==> config.mk <==
export PLATFORM = sky130hd
export DESIGN_NAME = ats_query_top
export DESIGN_NICKNAME = d
export VERILOG_FILES = /design/src/hdl/ats_query_pkg.sv /design/src/hdl/ats_query_top.sv /design/src/hdl/cpl_monitor.sv /design/src/hdl/csr_regs.sv /design/src/hdl/page_req_gen.sv /design/src/hdl/rd_req_gen.sv
export VERILOG_INCLUDE_DIRS = /design/src /design/src/include
export SDC_FILE = /design/constraint.sdc
export NUM_CORES = 1
export LEC_CHECK = 0
export BUFFER_PORTS_ARGS = -buffer_cell sky130_fd_sc_hd__buf_2
export CAP_MARGIN = 20
export CELL_PAD_IN_SITES_DETAIL_PLACEMENT = 0
export CELL_PAD_IN_SITES_GLOBAL_PLACEMENT = 1
export CORE_ASPECT_RATIO = 0.5
export CORE_MARGIN = 1.5
export CORE_UTILIZATION = 25
export DETAILED_ROUTE_END_ITERATION = 10
export MAX_ROUTING_LAYER = met4
export PLACE_DENSITY = 0.49
export SLEW_MARGIN = 20
export SYNTH_ARGS = -nofsm -noshare
export SYNTH_HDL_FRONTEND = slang
export SYNTH_SLANG_ARGS = --single-unit
==> constraint.sdc <==
create_clock -name clk -period 28.8 [get_ports clk]
set_clock_uncertainty 0.2 [all_clocks]
set_input_delay 1.44 -clock clk [delete_from_list [all_inputs] [get_ports clk]]
set_output_delay 1.44 -clock clk [all_outputs]
set_load 0.01 [all_outputs]
==> src/include/ats_query_macros.svh <==
// CSR map and constants; read and write indices overlap and are decoded separately
`ifndef ATS_QUERY_MACROS_SVH
`define ATS_QUERY_MACROS_SVH

// Read side CSR indices
`define CSR_DFH         4'd0
`define CSR_AFU_ID_L    4'd1
`define CSR_AFU_ID_H    4'd2
`define CSR_RD_SENT     4'd8
`define CSR_CPL_RCVD    4'd9
`define CSR_LAST_CPL    4'd10
`define CSR_CYCLES      4'd12

// Write side CSR indices
`define CSR_PASID       4'd0
`define CSR_BASE        4'd1
`define CSR_LEN         4'd2
`define CSR_CMD         4'd7

// Reset and clear values
`define RD_LEN_RESET    10'd2
`define LAST_CPL_RESET  64'hdeadbeef

`define AFU_ID          128'h3f0a_91c4_6b2e_4d87_a5c1_0e9b_7d24_f6e3

// Low address bits cleared in every request
`define PAGE_MASK_BITS  12

`endif

==> src/hdl/ats_query_pkg.sv <==
// Field widths and command bit positions shared by the engine; all types are unsigned
package ats_query_pkg;

    // ============================================================
    // Field types
    // ============================================================

    // Index of a 64-bit CSR word
    typedef logic [3:0]  csr_addr_t;
    // One CSR word, also the first 64 bits of a completion
    typedef logic [63:0] csr_data_t;
    // Host byte address
    typedef logic [63:0] host_addr_t;
    // Read length in DWORDs
    typedef logic [9:0]  dw_len_t;
    typedef logic [7:0]  tag_t;
    typedef logic [19:0] pasid_t;
    // Statistics counters
    typedef logic [39:0] count_t;

    // ============================================================
    // Command register bits
    // ============================================================

    typedef enum logic [5:0] {
        cmd_ats  = 6'd0,
        cmd_rd   = 6'd1,
        cmd_page = 6'd2
    } cmd_bit_e;

endpackage

==> src/hdl/ats_query_top.sv <==
// Bandwidth and ATS test engine; requests and completions use plain field ports, no TLP packing
`timescale 1ns/1ps

module ats_query_top
    import ats_query_pkg::*;
(
    input  logic       clk,
    input  logic       rst_n,
    input  logic       mmio_req,
    input  logic       mmio_we,
    input  csr_addr_t  mmio_addr,
    input  csr_data_t  mmio_wdata,
    output logic       mmio_ack,
    output csr_data_t  mmio_rdata,
    output logic       rd_req,
    output host_addr_t rd_addr,
    output dw_len_t    rd_len,
    output tag_t       rd_tag,
    output pasid_t     rd_pasid,
    output logic       rd_ats,
    input  logic       rd_ack,
    output logic       page_req,
    output host_addr_t page_addr,
    output pasid_t     page_pasid,
    input  logic       page_ack,
    input  logic       page_rsp,
    input  logic       cpl_valid,
    input  logic       cpl_last,
    input  csr_data_t  cpl_data
);

    pasid_t     cfg_pasid;
    host_addr_t cfg_base;
    dw_len_t    cfg_len;
    logic       start_rd;
    logic       start_ats;
    logic       start_page;
    logic       counter_clear;
    logic       rd_active;
    logic       page_active;
    count_t     rd_sent;
    count_t     cpl_rcvd;
    count_t     test_cycles;
    csr_data_t  last_cpl;

    csr_regs u_csr_regs (
        .clk, .rst_n,
        .mmio_req, .mmio_we, .mmio_addr, .mmio_wdata, .mmio_ack, .mmio_rdata,
        .rd_sent, .cpl_rcvd, .test_cycles, .last_cpl,
        .cfg_pasid, .cfg_base, .cfg_len,
        .start_rd, .start_ats, .start_page, .counter_clear
    );

    rd_req_gen u_rd_req_gen (
        .clk, .rst_n,
        .start_rd, .start_ats, .cfg_pasid, .cfg_base, .cfg_len, .counter_clear,
        .rd_ack, .cpl_valid,
        .rd_req, .rd_addr, .rd_len, .rd_tag, .rd_pasid, .rd_ats,
        .rd_active, .rd_sent
    );

    page_req_gen u_page_req_gen (
        .clk, .rst_n,
        .start_page, .cfg_pasid, .cfg_base, .page_ack, .page_rsp,
        .page_req, .page_addr, .page_pasid, .page_active
    );

    cpl_monitor u_cpl_monitor (
        .clk, .rst_n,
        .cpl_valid, .cpl_last, .cpl_data, .rd_active, .page_active, .counter_clear,
        .cpl_rcvd, .last_cpl, .test_cycles
    );

endmodule

==> src/hdl/cpl_monitor.sv <==
// Completions are never back-pressured; every valid beat is taken as received
`timescale 1ns/1ps

`include "ats_query_macros.svh"

module cpl_monitor
    import ats_query_pkg::*;
(
    input  logic      clk,
    input  logic      rst_n,
    input  logic      cpl_valid,
    input  logic      cpl_last,
    input  csr_data_t cpl_data,
    input  logic      rd_active,
    input  logic      page_active,
    input  logic      counter_clear,
    output count_t    cpl_rcvd,
    output csr_data_t last_cpl,
    output count_t    test_cycles
);

    // High when the next beat opens a completion
    logic cpl_sop;
    logic clear;

    assign clear = !rst_n || counter_clear;

    always_ff @(posedge clk)
    begin
        if (!rst_n)
            cpl_sop <= 1'b1;
        else if (cpl_valid)
            cpl_sop <= cpl_last;
    end

    // ============================================================
    // Completion statistics
    // ============================================================

    always_ff @(posedge clk)
    begin
        if (clear)
        begin
            cpl_rcvd <= '0;
            last_cpl <= `LAST_CPL_RESET;
        end
        else
        begin
            // Enough to hold a translation response
            if (cpl_valid && cpl_sop)
                last_cpl <= cpl_data;
            if (cpl_valid && cpl_last)
                cpl_rcvd <= cpl_rcvd + count_t'(1);
        end
    end

    always_ff @(posedge clk)
    begin
        if (clear)
            test_cycles <= '0;
        else if (rd_active || page_active)
            test_cycles <= test_cycles + count_t'(1);
    end

endmodule

==> src/hdl/csr_regs.sv <==
// Serves one MMIO access at a time; reads are captured when ack rises and held until release
`timescale 1ns/1ps

`include "ats_query_macros.svh"

module csr_regs
    import ats_query_pkg::*;
(
    input  logic       clk,
    input  logic       rst_n,
    input  logic       mmio_req,
    input  logic       mmio_we,
    input  csr_addr_t  mmio_addr,
    input  csr_data_t  mmio_wdata,
    output logic       mmio_ack,
    output csr_data_t  mmio_rdata,
    input  count_t     rd_sent,
    input  count_t     cpl_rcvd,
    input  count_t     test_cycles,
    input  csr_data_t  last_cpl,
    output pasid_t     cfg_pasid,
    output host_addr_t cfg_base,
    output dw_len_t    cfg_len,
    output logic       start_rd,
    output logic       start_ats,
    output logic       start_page,
    output logic       counter_clear
);

    typedef enum logic [1:0] {
        s_idle,
        s_ack,
        s_release
    } mmio_state_e;

    mmio_state_e state;
    logic        accept;
    csr_data_t   rd_mux;
    logic [127:0] afu_id;

    assign afu_id   = `AFU_ID;
    assign accept   = (state == s_idle) && mmio_req;
    assign mmio_ack = (state == s_ack);

    // ============================================================
    // Four-phase responder
    // ============================================================

    always_ff @(posedge clk)
    begin
        if (!rst_n)
        begin
            state <= s_idle;
        end
        else
        begin
            case (state)
                s_idle:
                begin
                    if (mmio_req)
                        state <= s_ack;
                end
                s_ack:
                begin
                    if (!mmio_req)
                        state <= s_release;
                end
                default:
                    state <= s_idle;
            endcase
        end
    end

    // ============================================================
    // Write registers and command decode
    // ============================================================

    always_ff @(posedge clk)
    begin
        if (!rst_n)
        begin
            cfg_len       <= `RD_LEN_RESET;
            start_rd      <= 1'b0;
            start_ats     <= 1'b0;
            start_page    <= 1'b0;
            counter_clear <= 1'b0;
        end
        else
        begin
            // Starts and clear are single-cycle pulses
            start_rd      <= 1'b0;
            start_ats     <= 1'b0;
            start_page    <= 1'b0;
            counter_clear <= 1'b0;

            if (accept && mmio_we)
            begin
                case (mmio_addr)
                    `CSR_LEN:
                        cfg_len <= mmio_wdata[$bits(dw_len_t)-1:0];
                    `CSR_CMD:
                    begin
                        counter_clear <= 1'b1;
                        start_rd      <= mmio_wdata[cmd_ats] | mmio_wdata[cmd_rd];
                        start_ats     <= mmio_wdata[cmd_ats];
                        start_page    <= mmio_wdata[cmd_page];
                    end
                    default:
                        ;
                endcase
            end
        end
    end

    // Request configuration written by the host
    always_ff @(posedge clk)
    begin
        if (accept && mmio_we && (mmio_addr == `CSR_PASID))
            cfg_pasid <= mmio_wdata[$bits(pasid_t)-1:0];
        if (accept && mmio_we && (mmio_addr == `CSR_BASE))
            cfg_base <= mmio_wdata;
    end

    // ============================================================
    // Read mux
    // ============================================================

    always_comb
    begin
        rd_mux = '0;
        case (mmio_addr)
            `CSR_DFH:
            begin
                // Feature type AFU
                rd_mux[63:60] = 4'h1;
                // End of feature list
                rd_mux[40]    = 1'b1;
            end
            `CSR_AFU_ID_L: rd_mux = afu_id[63:0];
            `CSR_AFU_ID_H: rd_mux = afu_id[127:64];
            `CSR_RD_SENT:  rd_mux = csr_data_t'(rd_sent);
            `CSR_CPL_RCVD: rd_mux = csr_data_t'(cpl_rcvd);
            `CSR_LAST_CPL: rd_mux = last_cpl;
            `CSR_CYCLES:   rd_mux = csr_data_t'(test_cycles);
            default:       rd_mux = '0;
        endcase
    end

    always_ff @(posedge clk)
    begin
        if (accept)
            mmio_rdata <= rd_mux;
    end

    // The host holds req until ack rises
    a_ack_needs_req: assert property (@(posedge clk) disable iff (!rst_n)
        $rose(mmio_ack) |-> mmio_req);

endmodule

==> src/hdl/page_req_gen.sv <==
// A new page request waits until the previous page response has arrived
`timescale 1ns/1ps

`include "ats_query_macros.svh"

module page_req_gen
    import ats_query_pkg::*;
(
    input  logic       clk,
    input  logic       rst_n,
    input  logic       start_page,
    input  pasid_t     cfg_pasid,
    input  host_addr_t cfg_base,
    input  logic       page_ack,
    input  logic       page_rsp,
    output logic       page_req,
    output host_addr_t page_addr,
    output pasid_t     page_pasid,
    output logic       page_active
);

    typedef enum logic [1:0] {
        p_idle,
        p_req,
        p_drop
    } page_state_e;

    page_state_e state;
    logic        pend;
    logic        launch;

    assign launch   = (state == p_idle) && !page_active && (start_page || pend);
    assign page_req = (state == p_req);

    always_ff @(posedge clk)
    begin
        if (!rst_n)
        begin
            state       <= p_idle;
            pend        <= 1'b0;
            page_active <= 1'b0;
        end
        else
        begin
            if (launch)
                pend <= 1'b0;
            else if (start_page)
                pend <= 1'b1;

            case (state)
                p_idle:  if (launch) state <= p_req;
                p_req:   if (page_ack) state <= p_drop;
                default: if (!page_ack) state <= p_idle;
            endcase

            // Outstanding until the response message
            if (launch)
                page_active <= 1'b1;
            else if (page_rsp)
                page_active <= 1'b0;
        end
    end

    always_ff @(posedge clk)
    begin
        if (launch)
        begin
            page_addr  <= {cfg_base[63:`PAGE_MASK_BITS], {`PAGE_MASK_BITS{1'b0}}};
            page_pasid <= cfg_pasid;
        end
    end

    // The responder only acks a live message request
    a_ack_after_req: assert property (@(posedge clk) disable iff (!rst_n)
        $rose(page_ack) |-> page_req);

endmodule

==> src/hdl/rd_req_gen.sv <==
// One read in flight at a time; a start that arrives while busy is merged into one pending start
`timescale 1ns/1ps

`include "ats_query_macros.svh"

module rd_req_gen
    import ats_query_pkg::*;
(
    input  logic       clk,
    input  logic       rst_n,
    input  logic       start_rd,
    input  logic       start_ats,
    input  pasid_t     cfg_pasid,
    input  host_addr_t cfg_base,
    input  dw_len_t    cfg_len,
    input  logic       counter_clear,
    input  logic       rd_ack,
    input  logic       cpl_valid,
    output logic       rd_req,
    output host_addr_t rd_addr,
    output dw_len_t    rd_len,
    output tag_t       rd_tag,
    output pasid_t     rd_pasid,
    output logic       rd_ats,
    output logic       rd_active,
    output count_t     rd_sent
);

    typedef enum logic [1:0] {
        r_idle,
        r_req,
        r_drop
    } rd_state_e;

    rd_state_e state;
    logic      pend;
    logic      pend_ats;
    logic      launch;

    assign launch = (state == r_idle) && (start_rd || pend);
    assign rd_req = (state == r_req);

    always_ff @(posedge clk)
    begin
        if (!rst_n)
        begin
            state     <= r_idle;
            pend      <= 1'b0;
            pend_ats  <= 1'b0;
            rd_tag    <= '0;
            rd_active <= 1'b0;
        end
        else
        begin
            if (launch)
                pend <= 1'b0;
            else if (start_rd)
            begin
                pend     <= 1'b1;
                pend_ats <= start_ats;
            end

            case (state)
                r_idle:
                begin
                    if (launch)
                        state <= r_req;
                end
                r_req:
                begin
                    if (rd_ack)
                    begin
                        state  <= r_drop;
                        rd_tag <= rd_tag + tag_t'(1);
                    end
                end
                default:
                begin
                    // Wait for the ack to fall before the next request
                    if (!rd_ack)
                        state <= r_idle;
                end
            endcase

            // Cleared by the next completion beat
            if (launch)
                rd_active <= 1'b1;
            else if (cpl_valid)
                rd_active <= 1'b0;
        end
    end

    // Request fields, frozen for the whole handshake
    always_ff @(posedge clk)
    begin
        if (launch)
        begin
            rd_addr  <= {cfg_base[63:`PAGE_MASK_BITS], {`PAGE_MASK_BITS{1'b0}}};
            rd_len   <= cfg_len;
            rd_pasid <= cfg_pasid;
            rd_ats   <= start_rd ? start_ats : pend_ats;
        end
    end

    always_ff @(posedge clk)
    begin
        if (!rst_n || counter_clear)
            rd_sent <= '0;
        else if (rd_req && rd_ack)
            rd_sent <= rd_sent + count_t'(1);
    end

    // The responder only acks a live request
    a_ack_after_req: assert property (@(posedge clk) disable iff (!rst_n)
        $rose(rd_ack) |-> rd_req);

endmodule

# After elaboration in Yosys (flattened, before gate mapping)
# Index checks and enable logic that the tools add are counted.
# word_totals
register_bits	521
out_inout_bits	254
# classes
muxes	21
eq_ne	18
bitwise_logic	2
reduce_logical	32
add_sub_neg	4
# ops
op	n
40-bit one-hot mux with 6 select lines	1
40-bit by 1-bit adder with 40-bit output, second input constant	3
19-bit one-hot mux with 3 select lines	1
4-bit equality test, second input constant	4
2-bit 2-to-1 mux	8
4-bit one-hot mux with 4 select lines	1
2-bit one-hot mux with 2 select lines	3
1-bit logical AND	10
3-bit AND reduction	3
8-bit by 1-bit adder with 8-bit output, second input constant	1
2-bit AND reduction	4
2-bit by 1-bit equality test with 1-bit output, second input constant	3
2-bit zero test	3
1-bit 2-to-1 mux	6
2-bit by 1-bit inequality test with 1-bit output, second input constant	3
2-bit inequality test, second input constant	3
2-bit OR reduction	3
4-bit by 1-bit equality test with 1-bit output, second input constant	1
4-bit by 2-bit equality test with 1-bit output, second input constant	1
4-bit by 3-bit equality test with 1-bit output, second input constant	1
4-bit zero test	1
1-bit logical OR	4
2-bit nonzero test	2
3-bit by 1-bit inequality test with 1-bit output, second input constant	1
other kinds (5)	6

# Longest topological paths before layout
# Gate-level depths: netlist (run 1).
# logic_depth
word_depth	5
depth_mapped	7

# Cells and area by module
# From an unflattened synthesis (run 1), not the netlist that was laid out.
# unflattened
cells_unflattened	1714
hier_area_um2	20643.5
# by_module_without_submodules
module	area_per_inst_um2	cells_per_inst	seq_area_each_um2	n_inst
csr_regs	6916.6	473	4764.6	1
cpl_monitor	6271.0	768	2902.8	1
rd_req_gen	5042.3	372	3553.4	1
page_req_gen	2413.6	101	2242.2	1

# Least setup slack after synthesis (run 1)
# No wires, ideal clock.
# synth_timing
path_type	in2reg
startpoint	input mmio_req
endpoint	register u_csr_regs.cfg_base[12] (enable)
stages	3
arrival_ns	9.332
path_slack_ns	18.807
setup_ns	0.461
path_buffers	0
cell_sequence	nor3b_1 nand2_1 nor2_1
# synth_between
elab_chain_cells	3
# synth_lines
element	line_no	text
start, declared	ats_query_top.sv:9	input logic mmio_req,
1-bit logical AND	csr_regs.sv:42	assign accept = (state == s_idle) && mmio_req;
1-bit logical AND (2 in a row)	csr_regs.sv:120	if (accept && mmio_we && (mmio_addr == `CSR_BASE))
end signal, assigned	csr_regs.sv:121	cfg_base <= mmio_wdata;
end, declared	csr_regs.sv:22	output host_addr_t cfg_base,
# Every way passes these cells.
# A chain may end at the register's enable or synchronous reset.

# Final worst setup path (run 1)
# layout_timing
startpoint	input rst_n
endpoint	register u_cpl_monitor.test_cycles[14]
# layout_between
elab_chain_cells	2
# layout_lines
element	line_no	text
start, declared	ats_query_top.sv:8	input logic rst_n,
1-bit zero test	-	
1-bit logical OR	cpl_monitor.sv:26	assign clear = !rst_n || counter_clear;
end signal, assigned	cpl_monitor.sv:62	test_cycles <= test_cycles + count_t'(1);
end, declared	cpl_monitor.sv:19	output count_t test_cycles
# Every way passes these cells.

==> results of run 1 <==
state kept, by name, indices dropped and copies added (netlist names), 2 cells and up:
signal / count
u_cpl_monitor.last_cpl: 64
u_csr_regs.mmio_rdata: 64
u_csr_regs.cfg_base: 52
u_page_req_gen.page_addr: 52
u_rd_req_gen.rd_addr: 52
u_cpl_monitor.cpl_rcvd: 40
u_cpl_monitor.test_cycles: 40
u_rd_req_gen.rd_sent: 40
u_csr_regs.cfg_pasid: 20
u_page_req_gen.page_pasid: 20
u_rd_req_gen.rd_pasid: 20
u_csr_regs.cfg_len: 10
u_rd_req_gen.rd_len: 10
u_rd_req_gen.rd_tag: 8
u_csr_regs.state: 2
u_page_req_gen.state: 2
u_rd_req_gen.state: 2
cells in the mapped netlist (5+ instances only):
| cell | n | area [µm²] |
|---|---|---|
| a21oi_1 | 86 | 430 |
| nand4_1 | 43 | 269 |
| nor3_2 | 5 | 50.1 |
| nand2b_1 | 6 | 37.5 |
| nand2_1 | 273 | 1020 |
| dfxtp_1 | 218 | 4360 |
| or4_1 | 7 | 52.6 |
| inv_1 | 10 | 37.5 |
| nor2b_1 | 10 | 62.6 |
| nor2_1 | 131 | 492 |
| buf_4 | 24 | 180 |
| a21boi_0 | 9 | 67.6 |
| or3_1 | 21 | 131 |
| and3_1 | 20 | 125 |
| o21ai_0 | 44 | 220 |
| buf_2 | 7 | 35.0 |
| a22oi_1 | 28 | 210 |
| xnor2_1 | 45 | 394 |
| nand3_1 | 81 | 405 |
| and4_1 | 13 | 114 |
| xor2_1 | 57 | 499 |
| nor4_2 | 6 | 75.1 |
| and2_1 | 20 | 125 |
| a222oi_1 | 20 | 200 |
| nor4_1 | 9 | 56.3 |
| edfxtp_1 | 291 | 8740 |
| nor3_1 | 14 | 70.1 |
| clkbuf_1 | 67 | 251 |
worst max-delay path, delay by kind of cell:
| family | cells | cell delay [ns] |
|---|---|---|
| buffers and inverters | 4 | 1.71 |
| and+or+nand+nor | 2 | 0.53 |
path summary, 6_finish.rpt:
check | end | slack (ns)
worst max-delay path | u_cpl_monitor.test_cycles[14] | 25.25
worst min-delay path | u_rd_req_gen.rd_len[6] | 0.23
worst max register to register | u_cpl_monitor.test_cycles[32] | 25.87
worst min register to register | u_rd_req_gen.rd_len[6] | 0.23
power by group through the flow:
| stage | sequential [mW] | combinational, mW | clock (mW) |
|---|---|---|---|
| 4_1_cts | 0.785 | 0.0604 | 0.695 |
| 3_3_place_gp | 0.801 | 0.0601 | 0 |
| 3_5_place_dp | 0.801 | 0.0603 | 0 |
| 2_1_floorplan | 0.802 | 0.0290 | 0 |
| 6_report | 0.785 | 0.0587 | 0.668 |
| 5_1_grt | 0.786 | 0.0655 | 0.724 |
routing by layer:
layer / GRT usage (%) / vias up
met2: 26.0 / 274
met1: 18.5 / 6574
met3: 2.47 / 82
met5: - / -
met4: 4.67 / 0
li1: - / 6478
stage by stage:
step	hold WS [ns]	total power [mW]	std cells	setup slack, ns
after detailed placement	0.220	0.861	2950	24.63
after CTS	0.235	1.54	3046	25.28
after global routing	0.239	1.57	3047	25.05
final	0.231	1.51	3047	25.25
after global placement	0.215	0.861	2950	24.65
after floorplan	0.208	0.831	1641	18.81
kinds of logic (layout without fill, tap and decap cells):
family	Yosys count	count (layout)	share of synthesized area, %
flip-flops	509	509	68.0
AND/OR/NAND/NOR	685	685	17.7
buffers and inverters	111	494	2.71
other	1	25	0.0195
XOR/XNOR	102	102	4.64
multiplexers	2	2	0.110
AO/OA/AOI/OAI	204	204	6.54
adder cells (fa/ha/maj)	4	4	0.260
cell type report:
class / instances / area (µm²)
inverter: 10 / 40.0
antenna: 1 / 2.50
tap: 1022 / 1280
timing repair buffer: 388 / 1990
fill: 7804 / 51800
clock buffer: 73 / 1420
clock inverter: 23 / 221
multi-input combinational: 1021 / 5800
sequential: 509 / 13100
==> impl_metrics.py, run 1 <==
metrics = {
    "status": {
        "status": "complete, no violations",
    },
    "placed_design": {
        "placed_area_um2": 22200,
        "gp_congestion": 0.777,
        "io_buffers": 370,
        "dp_hpwl_um": 42100,
    },
    "clock_network": {
        "path_clk_slew_ns": 0.06,
        "h-tree-depth": 2,
        "cts_made_buffers": 52,
        "clock_sinks": 509,
        "clock-root-buffer": "clkbuf_16",
        "cts_setup_buffers": 0,
        "cts-hold-fix-buffers": 0,
        "clock_latency_ns": 0.61,
        "cts_tree": "built",
        "cts_max_path_buffers": 3,
        "cts_resized": 0,
    },
    "detailed_routing": {
        "antenna_left": 0,
        "first_pass_iters": 8,
        "wl_met1_um": 25600,
        "dr_wl_met3_um": 2340,
        "viasPerCell": 4.40,
        "wl_met2_um": 30600,
        "wl_per_cell_um": 19.7,
        "routed_wl_um": 59900,
        "highest_layer": "met4",
        "vias": 13400,
        "drtIter0Drc": 864,
        "route.detailed.drc": 0,
    },
    "worst_setup_path": {
        "crit_required_ns": 29.06,
        "crit_chain": "buf_2 > buf_4 > nand2b_4 > buf_4 > buf_4 > nor2_1",
        "cpMostUsedCell": "buf_4",
        "slowest_stage": "buf_4",
        "crit_type": "in -> reg",
        "cp-end-kind": "flop",
        "cpPeakStageDelay_ns": 0.80,
        "r2r_start": "u_cpl_monitor.test_cycles[0]",
        "startpoint_type": "input port",
        "crit_arrival_ns": 3.80,
        "crit_start": "rst_n",
        "path_max_fanout": 75,
        "reg2regPathDepth": 6,
    },
    "timing": {
        "worst_pin_slew_ns": 1.14,
        "max_clock_freq_mhz": 282,
        "fin_crit_ns": 3.55,
        "fin_crit_sh_pct": 12.3,
        "maxSlewHeadroom_pct": 23.3,
        "rsz0062_at_grt": "false",
        "tns_ns": 0,
        "finalHoldViolations": 0,
        "slew_viol_final": 0,
        "final-setup-viol-count": 0,
    },
    "floorplan": {
        "die_x_um": 396,
        "die_y_um": 199,
        "row_count": 71,
        "core_um2": 75700,
        "die-area_um2": 78900,
        "ios": 395,
        "initial_core_util_pct": 25.5,
    },
    "min_path": {
        "worstHoldStart": "u_csr_regs.cfg_len[6]",
        "min_path_type": "reg -> reg",
        "holdPathStages": 0,
    },
    "pwr": {
        "p_int_mw": 1.18,
        "ir_worst_vdd_mv": 0.0443,
        "cellLeakagePower_nw": 8.88,
        "p_comb_share_pct": 3.9,
        "powerDensity_nw_per_um2": 63.4,
        "p_sw_share_pct": 22.1,
        "seqPwrFrac_pct": 51.9,
        "clockPowerShare_pct": 44.2,
        "switching_power_uw": 334,
    },
    "global_route": {
        "grt_remaining_overflow": 0,
        "grt_pass1_wl_um": 86900,
        "antenna_found_initial": 2,
        "grtUsageTotal_pct": 15.2,
        "grt_pass1_vias": 13000,
        "grt_start_max_net_pins": 76,
    },
    "yosys": {
        "synth_flop_cell": "edfxtp_1",
        "yosys_warnings": 0,
        "synthCells": 1618,
        "synth_edf_count": 291,
        "ys_ff_latch": 509,
        "yosysSeqAreaShare_pct": 68.0,
        "syn_avg_cell_area_um2": 11.9,
        "async_flop_share_pct": 0,
        "syn_area_um2": 19300,
        "yosysUniqueCellTypes": 55,
    },
    "final_layout": {
        "final_cell_area_um2": 23900,
        "layout_commonest_cell": "buf_2",
        "final_cell_mix": "buf_2, edfxtp_1, nand2_1",
        "nNetsFinal": 2127,
        "layout-drive-gt1-share_pct": 24.7,
        "area_delta_synth_final_pct": 23.8,
        "final_core_utilization_pct": 31.5,
    },
    "run": {
        "maxCapViolations": 0,
    },
}
(Power assumes the default switching activity.)
==> inputs of run 2 (changes only) <==
Settings changed: ABC_AREA set to 1, PLACE_DENSITY 0.49 to 0.52.
Clock period 28.8 ns to 3.2 ns, I/O delays scaled along.
==> impl_metrics.py, run 2 <==
metrics = {
    "detailed_routing": {
        "wl_per_cell_um": 17.8,
        "highest_layer": "met4",
        "wl_met1_um": 30100,
        "vias": 15800,
        "first_pass_iters": 5,
        "wl_met2_um": 32000,
        "drtIter0Drc": 1176,
        "antenna_left": 0,
        "dr_wl_met3_um": 3180,
        "routed_wl_um": 66300,
        "viasPerCell": 4.23,
        "route.detailed.drc": 0,
    },
    "worst_setup_path": {
        "worstSetupPathDepth": 11,
        "startpoint_type": "input port",
        "reg2regPathDepth": 5,
        "cp-end-kind": "flop",
        "path_buf_inv": 5,
        "crit_family": "buffers and inverters",
        "cpPeakStageDelay_ns": 0.57,
        "crit_required_ns": 3.45,
        "crit_chain": "dlygate4sd3_1 > buf_2 > nor2_1 > dlygate4sd3_1 > nand2_1 > inv_2 > buf_4 > nand2_1 > o211ai_1 > a21oi_1 > o21ai_0",
        "slowest_stage": "dlygate4sd3_1",
        "r2r_slack_ns": 1.02,
        "path_max_fanout": 24,
        "crit_arrival_ns": 2.91,
        "crit_type": "in -> reg",
    },
    "clock_network": {
        "cts_max_path_buffers": 3,
        "cts_made_buffers": 51,
        "cts_tree": "built",
        "path_clk_slew_ns": 0.06,
        "cts_setup_buffers": 0,
        "clock_sinks": 509,
        "cts-hold-fix-buffers": 163,
        "cts_resized": 0,
        "h-tree-depth": 2,
        "clock_latency_ns": 0.61,
        "clock-root-buffer": "clkbuf_16",
    },
    "status": {
        "status": "complete, no violations",
    },
    "yosys": {
        "yosys-top-cells-count": "nand2_1, edfxtp_1, nor2_1, dfxtp_1, inv_1",
        "yosysSeqAreaShare_pct": 64.9,
        "synth_flop_cell": "edfxtp_1",
        "muxShareOfSynthArea_pct": 0,
        "synthCells": 2044,
        "synth_most_common_cell": "nand2_1",
        "synthSimpleGateAreaFrac_pct": 20.5,
        "ys_ff_latch": 509,
        "synth_top_family_by_area": "simple AND/OR/NAND/NOR gates",
        "synth_top_area_share_pct": 43.3,
        "ys_top_cells_by_area": "edfxtp_1, dfxtp_1, nand2_1",
        "synthXorXnorAreaFrac_pct": 0.651,
        "yosys_warnings": 0,
        "synth_compound_area_share_pct": 7.71,
        "syn_avg_cell_area_um2": 9.87,
        "yosysUniqueCellTypes": 44,
        "synthAdderAreaFrac_pct": 0.248,
        "syn_area_um2": 20200,
        "synth_top_cell_by_area": "edfxtp_1",
        "synth_edf_count": 291,
        "async_flop_share_pct": 0,
    },
    "final_layout": {
        "diodes": 0,
        "register_area_um2": 13100,
        "fill_cells": 8309,
        "area_delta_synth_final_pct": 31.6,
        "layout-drive-gt1-share_pct": 21.2,
        "multi_input_area_um2": 6010,
        "nNetsFinal": 2745,
        "largestRegisters": "u_cpl_monitor.last_cpl: 64 flops, u_csr_regs.mmio_rdata: 64 flops",
        "layout_commonest_cell": "nand2_1",
        "final_cell_mix": "nand2_1, buf_2, edfxtp_1",
    },
    "floorplan": {
        "die-area_um2": 82500,
        "ios": 395,
        "row_count": 73,
        "core_um2": 79600,
        "die_y_um": 204,
        "initial_core_util_pct": 25.3,
        "die_x_um": 405,
    },
    "pwr": {
        "seqPwrFrac_pct": 51.8,
        "power_mw": 13.7,
        "p_sw_share_pct": 23.2,
        "p_comb_share_pct": 5.3,
        "switching_power_mw": 3.18,
        "p_int_mw": 10.5,
        "ir_worst_vdd_mv": 0.375,
        "powerDensity_nw_per_um2": 517,
        "clockPowerShare_pct": 43.0,
        "cellLeakagePower_nw": 10.0,
    },
    "timing": {
        "fin_ws_ns": 0.543,
        "tns_ns": 0,
        "rsz0062_at_grt": "false",
        "maxSlewHeadroom_pct": 32.6,
        "slew_viol_final": 0,
        "finalHoldViolations": 0,
        "fin_crit_sh_pct": 83.0,
        "fin_crit_ns": 2.66,
        "max_clock_freq_mhz": 376,
        "worst_pin_slew_ns": 1.01,
        "final-setup-viol-count": 0,
    },
    "global_route": {
        "grt_remaining_overflow": 0,
        "grt_pass1_vias": 15500,
        "grtUsageTotal_pct": 16.2,
        "grt_pass1_wl_um": 98100,
        "grt_start_max_net_pins": 140,
        "antenna_found_initial": 1,
    },
    "min_path": {
        "holdPathStages": 4,
        "min_path_type": "in -> reg",
    },
    "placed_design": {
        "dp_hpwl_um": 48200,
        "gp_congestion": 0.826,
        "place_ws_ns": 0.934,
        "io_buffers": 370,
    },
    "run": {
        "maxCapViolations": 0,
    },
}
## run 2: cell count changes after synthesis, moves of 25 or more
cell      delta
clkbuf_1    -48
inv_1      +175
nor2_1     +159
a22oi_1     -28
nor2_2      +25
xnor2_1     -43
nand2_1    +143
o21ai_0     +73
a21oi_1     +25
xor2_1      -44
nand3_1     +30
## run 2: area by class of cell
type                    instances  area share, %
clock buffers                  67           5.15
well taps                    1087           5.12
multi-input cells            1280           22.6
clock inverters                27          0.815
inverters                     198           2.80
repair buffers                560           14.1
flip-flops and latches        509           49.4
## run 2: metal layers
metal / vias to the layer above / GRT usage, %
li1: 7911 / -
met1: 7458 / 20.8
met2: 338 / 27.0
met3: 64 / 2.66
met4: 0 / 3.41
met5: - / -
## run 2: worst paths after layout
check	endpoint	from
setup / recovery	u_csr_regs.mmio_rdata[8]	mmio_addr[0]
setup reg to reg	u_cpl_monitor.last_cpl[38]	u_csr_regs.counter_clear
hold reg to reg	u_rd_req_gen.rd_len[2]	u_csr_regs.cfg_len[2]
hold / removal	u_csr_regs.cfg_base[16]	mmio_addr[1]
## run 2: power groups by stage
stage | combinational, mW | sequential [mW] | clock, mW
2_1_floorplan | 0.286 | 7.24 | 0
3_3_place_gp | 0.557 | 7.25 | 0
3_5_place_dp | 0.563 | 7.25 | 0
4_1_cts | 0.730 | 7.11 | 6.09
5_1_grt | 0.797 | 7.11 | 6.35
6_report | 0.721 | 7.10 | 5.89
## run 2: logic make-up after synthesis
| family | after synthesis |
|---|---|
| AO/OA/AOI/OAI | 286 |
| adder cells (fa/ha/maj) | 4 |
| other | 1 |
| XOR/XNOR | 15 |
| AND/OR/NAND/NOR | 951 |
| flip-flops | 509 |
| buffers and inverters | 278 |
## run 2: worst reg2reg max path: cells and delay by family (launching register included)
family,cells,cell delay [ns]
AO/OA/AOI/OAI,1,0.29
buffers and inverters,2,1.05
flip-flops,1,0.33
AND/OR/NAND/NOR,2,0.26
## run 2: per-stage QoR
stage                     hold slack [ns]  instances  util [%]  cell area, µm²
after floorplan                    0.0380       2067         -           20300
after global placement              0.137       3470      29.3           23300
after global routing               0.0374       3728      33.3           26600
final                              0.0595       3728      33.3           26600
after detailed placement            0.138       3470      29.3           23300
after CTS                          0.0171       3727      33.3           26500
==> inputs of run 3 (changes only) <==
Settings changed: PLACE_DENSITY 0.52 to 0.5.
Clock period 3.2 ns to 2.8 ns, I/O delays scaled along.
==> impl_metrics.py, run 3 (synthesized netlist as in run 2, its figures left out) <==
metrics = {
    "min_path": {
        "worstHoldStart": "mmio_wdata[31]",
        "holdPathStages": 2,
        "min_to": "u_csr_regs.cfg_base[31]",
        "min_path_type": "in -> reg",
    },
    "timing": {
        "maxSlewHeadroom_pct": 49.1,
        "slew_viol_final": 0,
        "final-setup-viol-count": 0,
        "rsz0062_at_grt": "false",
        "finalHoldViolations": 0,
        "tns_ns": 0,
        "worst_pin_slew_ns": 0.756,
        "fin_crit_ns": 2.72,
        "fin_hold_ws_ns": 0.0429,
        "max_clock_freq_mhz": 368,
        "fin_crit_sh_pct": 97.0,
    },
    "floorplan": {
        "ios": 395,
        "die_y_um": 204,
        "core_um2": 79600,
        "row_count": 73,
        "initial_core_util_pct": 25.3,
        "die-area_um2": 82500,
        "die_x_um": 405,
    },
    "final_layout": {
        "final_cell_mix": "nand2_1, buf_2, edfxtp_1",
        "layout_commonest_cell": "nand2_1",
        "register_area_um2": 13100,
        "diodes": 0,
        "fill_cells": 8324,
        "nNetsFinal": 2753,
        "multi_input_area_um2": 6020,
        "largestRegisters": "u_cpl_monitor.last_cpl: 64 flops, u_csr_regs.mmio_rdata: 64 flops",
        "layout-drive-gt1-share_pct": 21.5,
        "area_delta_synth_final_pct": 33.0,
    },
    "global_route": {
        "grt_pass1_wl_um": 99800,
        "antenna_found_initial": 0,
        "grt_remaining_overflow": 0,
        "grt_pass1_vias": 15600,
        "grtUsageTotal_pct": 16.5,
        "grt_start_max_net_pins": 90,
    },
    "worst_setup_path": {
        "slowest_stage": "dlygate4sd3_1",
        "path_buf_inv": 4,
        "crit_required_ns": 3.02,
        "crit_type": "in -> reg",
        "reg2regPathDepth": 6,
        "r2r_slack_ns": 0.26,
        "cp-end-kind": "flop",
        "crit_family": "buffers and inverters",
        "crit_arrival_ns": 2.93,
        "startpoint_type": "input port",
        "crit_chain": "dlygate4sd3_1 > buf_2 > nor2_1 > dlygate4sd3_1 > nand2_1 > inv_2 > nand2_1 > o211ai_1 > a21oi_1 > o21ai_0",
        "cpPeakStageDelay_ns": 0.57,
        "path_max_fanout": 30,
        "rr_endpoint": "u_cpl_monitor.last_cpl[53]",
        "r2r_start": "u_csr_regs.counter_clear",
    },
    "pwr": {
        "ir_worst_vdd_mv": 0.416,
        "cellLeakagePower_nw": 10.1,
        "powerDensity_nw_per_um2": 607,
    },
    "detailed_routing": {
        "vias": 15800,
        "wl_per_cell_um": 18.0,
        "drtIter0Drc": 967,
        "routed_wl_um": 67400,
        "route.detailed.drc": 0,
        "first_pass_iters": 5,
        "antenna_left": 0,
        "viasPerCell": 4.23,
    },
    "clock_network": {
        "cts_tree": "built",
        "path_clk_slew_ns": 0.06,
        "clock_sinks": 509,
        "clock-root-buffer": "clkbuf_16",
        "cts_made_buffers": 52,
        "cts_max_path_buffers": 3,
        "clock_latency_ns": 0.62,
        "cts_setup_buffers": 0,
        "h-tree-depth": 2,
    },
    "status": {
        "status": "complete, no violations",
    },
    "placed_design": {
        "dp_hpwl_um": 49200,
        "gp_congestion": 0.807,
        "io_buffers": 370,
    },
    "run": {
        "maxCapViolations": 0,
    },
}
run 3: power by group:
group	switching, mW	internal, mW	total (mW)
clock network	3.16	4.18	7.34
registers	0.0944	8.02	8.12
logic	0.461	0.383	0.844
total	3.72	12.6	16.3
run 3: worst max path at each step:
stage          slack (ns)                 from  depth (start not counted)                   endpoint
2_1_floorplan       -1.08  u_csr_regs.state[0]                          3    u_csr_regs.cfg_base[12]
3_3_place_gp         0.41         mmio_addr[0]                          8  u_csr_regs.mmio_rdata[26]
3_5_place_dp         0.42         mmio_addr[0]                          8  u_csr_regs.mmio_rdata[26]
4_1_cts              0.17         mmio_addr[1]                          9  u_csr_regs.mmio_rdata[37]
5_1_grt              0.03         mmio_addr[1]                         11   u_csr_regs.mmio_rdata[8]
6_report             0.08         mmio_addr[0]                         10   u_csr_regs.mmio_rdata[8]
run 3: routing by layer:
| metal | vias to the layer above | global-route usage (%) | part of all wire [%] | wire length, µm |
|---|---|---|---|---|
| met2 | 283 | 27.3 | 48 | 32400 |
| met1 | 7499 | 21.4 | 46 | 31100 |
| met3 | 92 | 2.41 | 3.8 | 2540 |
| li1 | 7926 | - | - | - |
| met4 | 0 | 3.87 | 2.0 | 1330 |
| met5 | - | - | 0 | 0 |
run 3: per-stage QoR:
stage	total power [mW]	cells	cell area (µm²)	setup slack, ns	utilization, %
after detailed placement	8.95	3470	23300	0.415	29.3
after CTS	16.6	3738	26800	0.171	33.7
after global routing	16.9	3738	26800	0.0274	33.7
final	16.3	3738	26800	0.0845	33.7
after floorplan	8.60	2067	20300	-1.08	-
after global placement	8.94	3470	23300	0.410	29.3
run 3: cell type report:
type	count	share of cell area (%)
Sequential cell	509	48.8
Multi-Input combinational cell	1280	22.4
Timing Repair Buffer	567	14.3
Clock buffer	58	5.08
Tap cell	1087	5.07
Inverter	198	2.77
Clock inverter	39	1.56
run 3: repair_timing:
action / 4_1_cts / 5_1_grt
hold endpoints to repair: 189 / 0
resized for setup: 0 / 0
hold buffers: 171 / 0
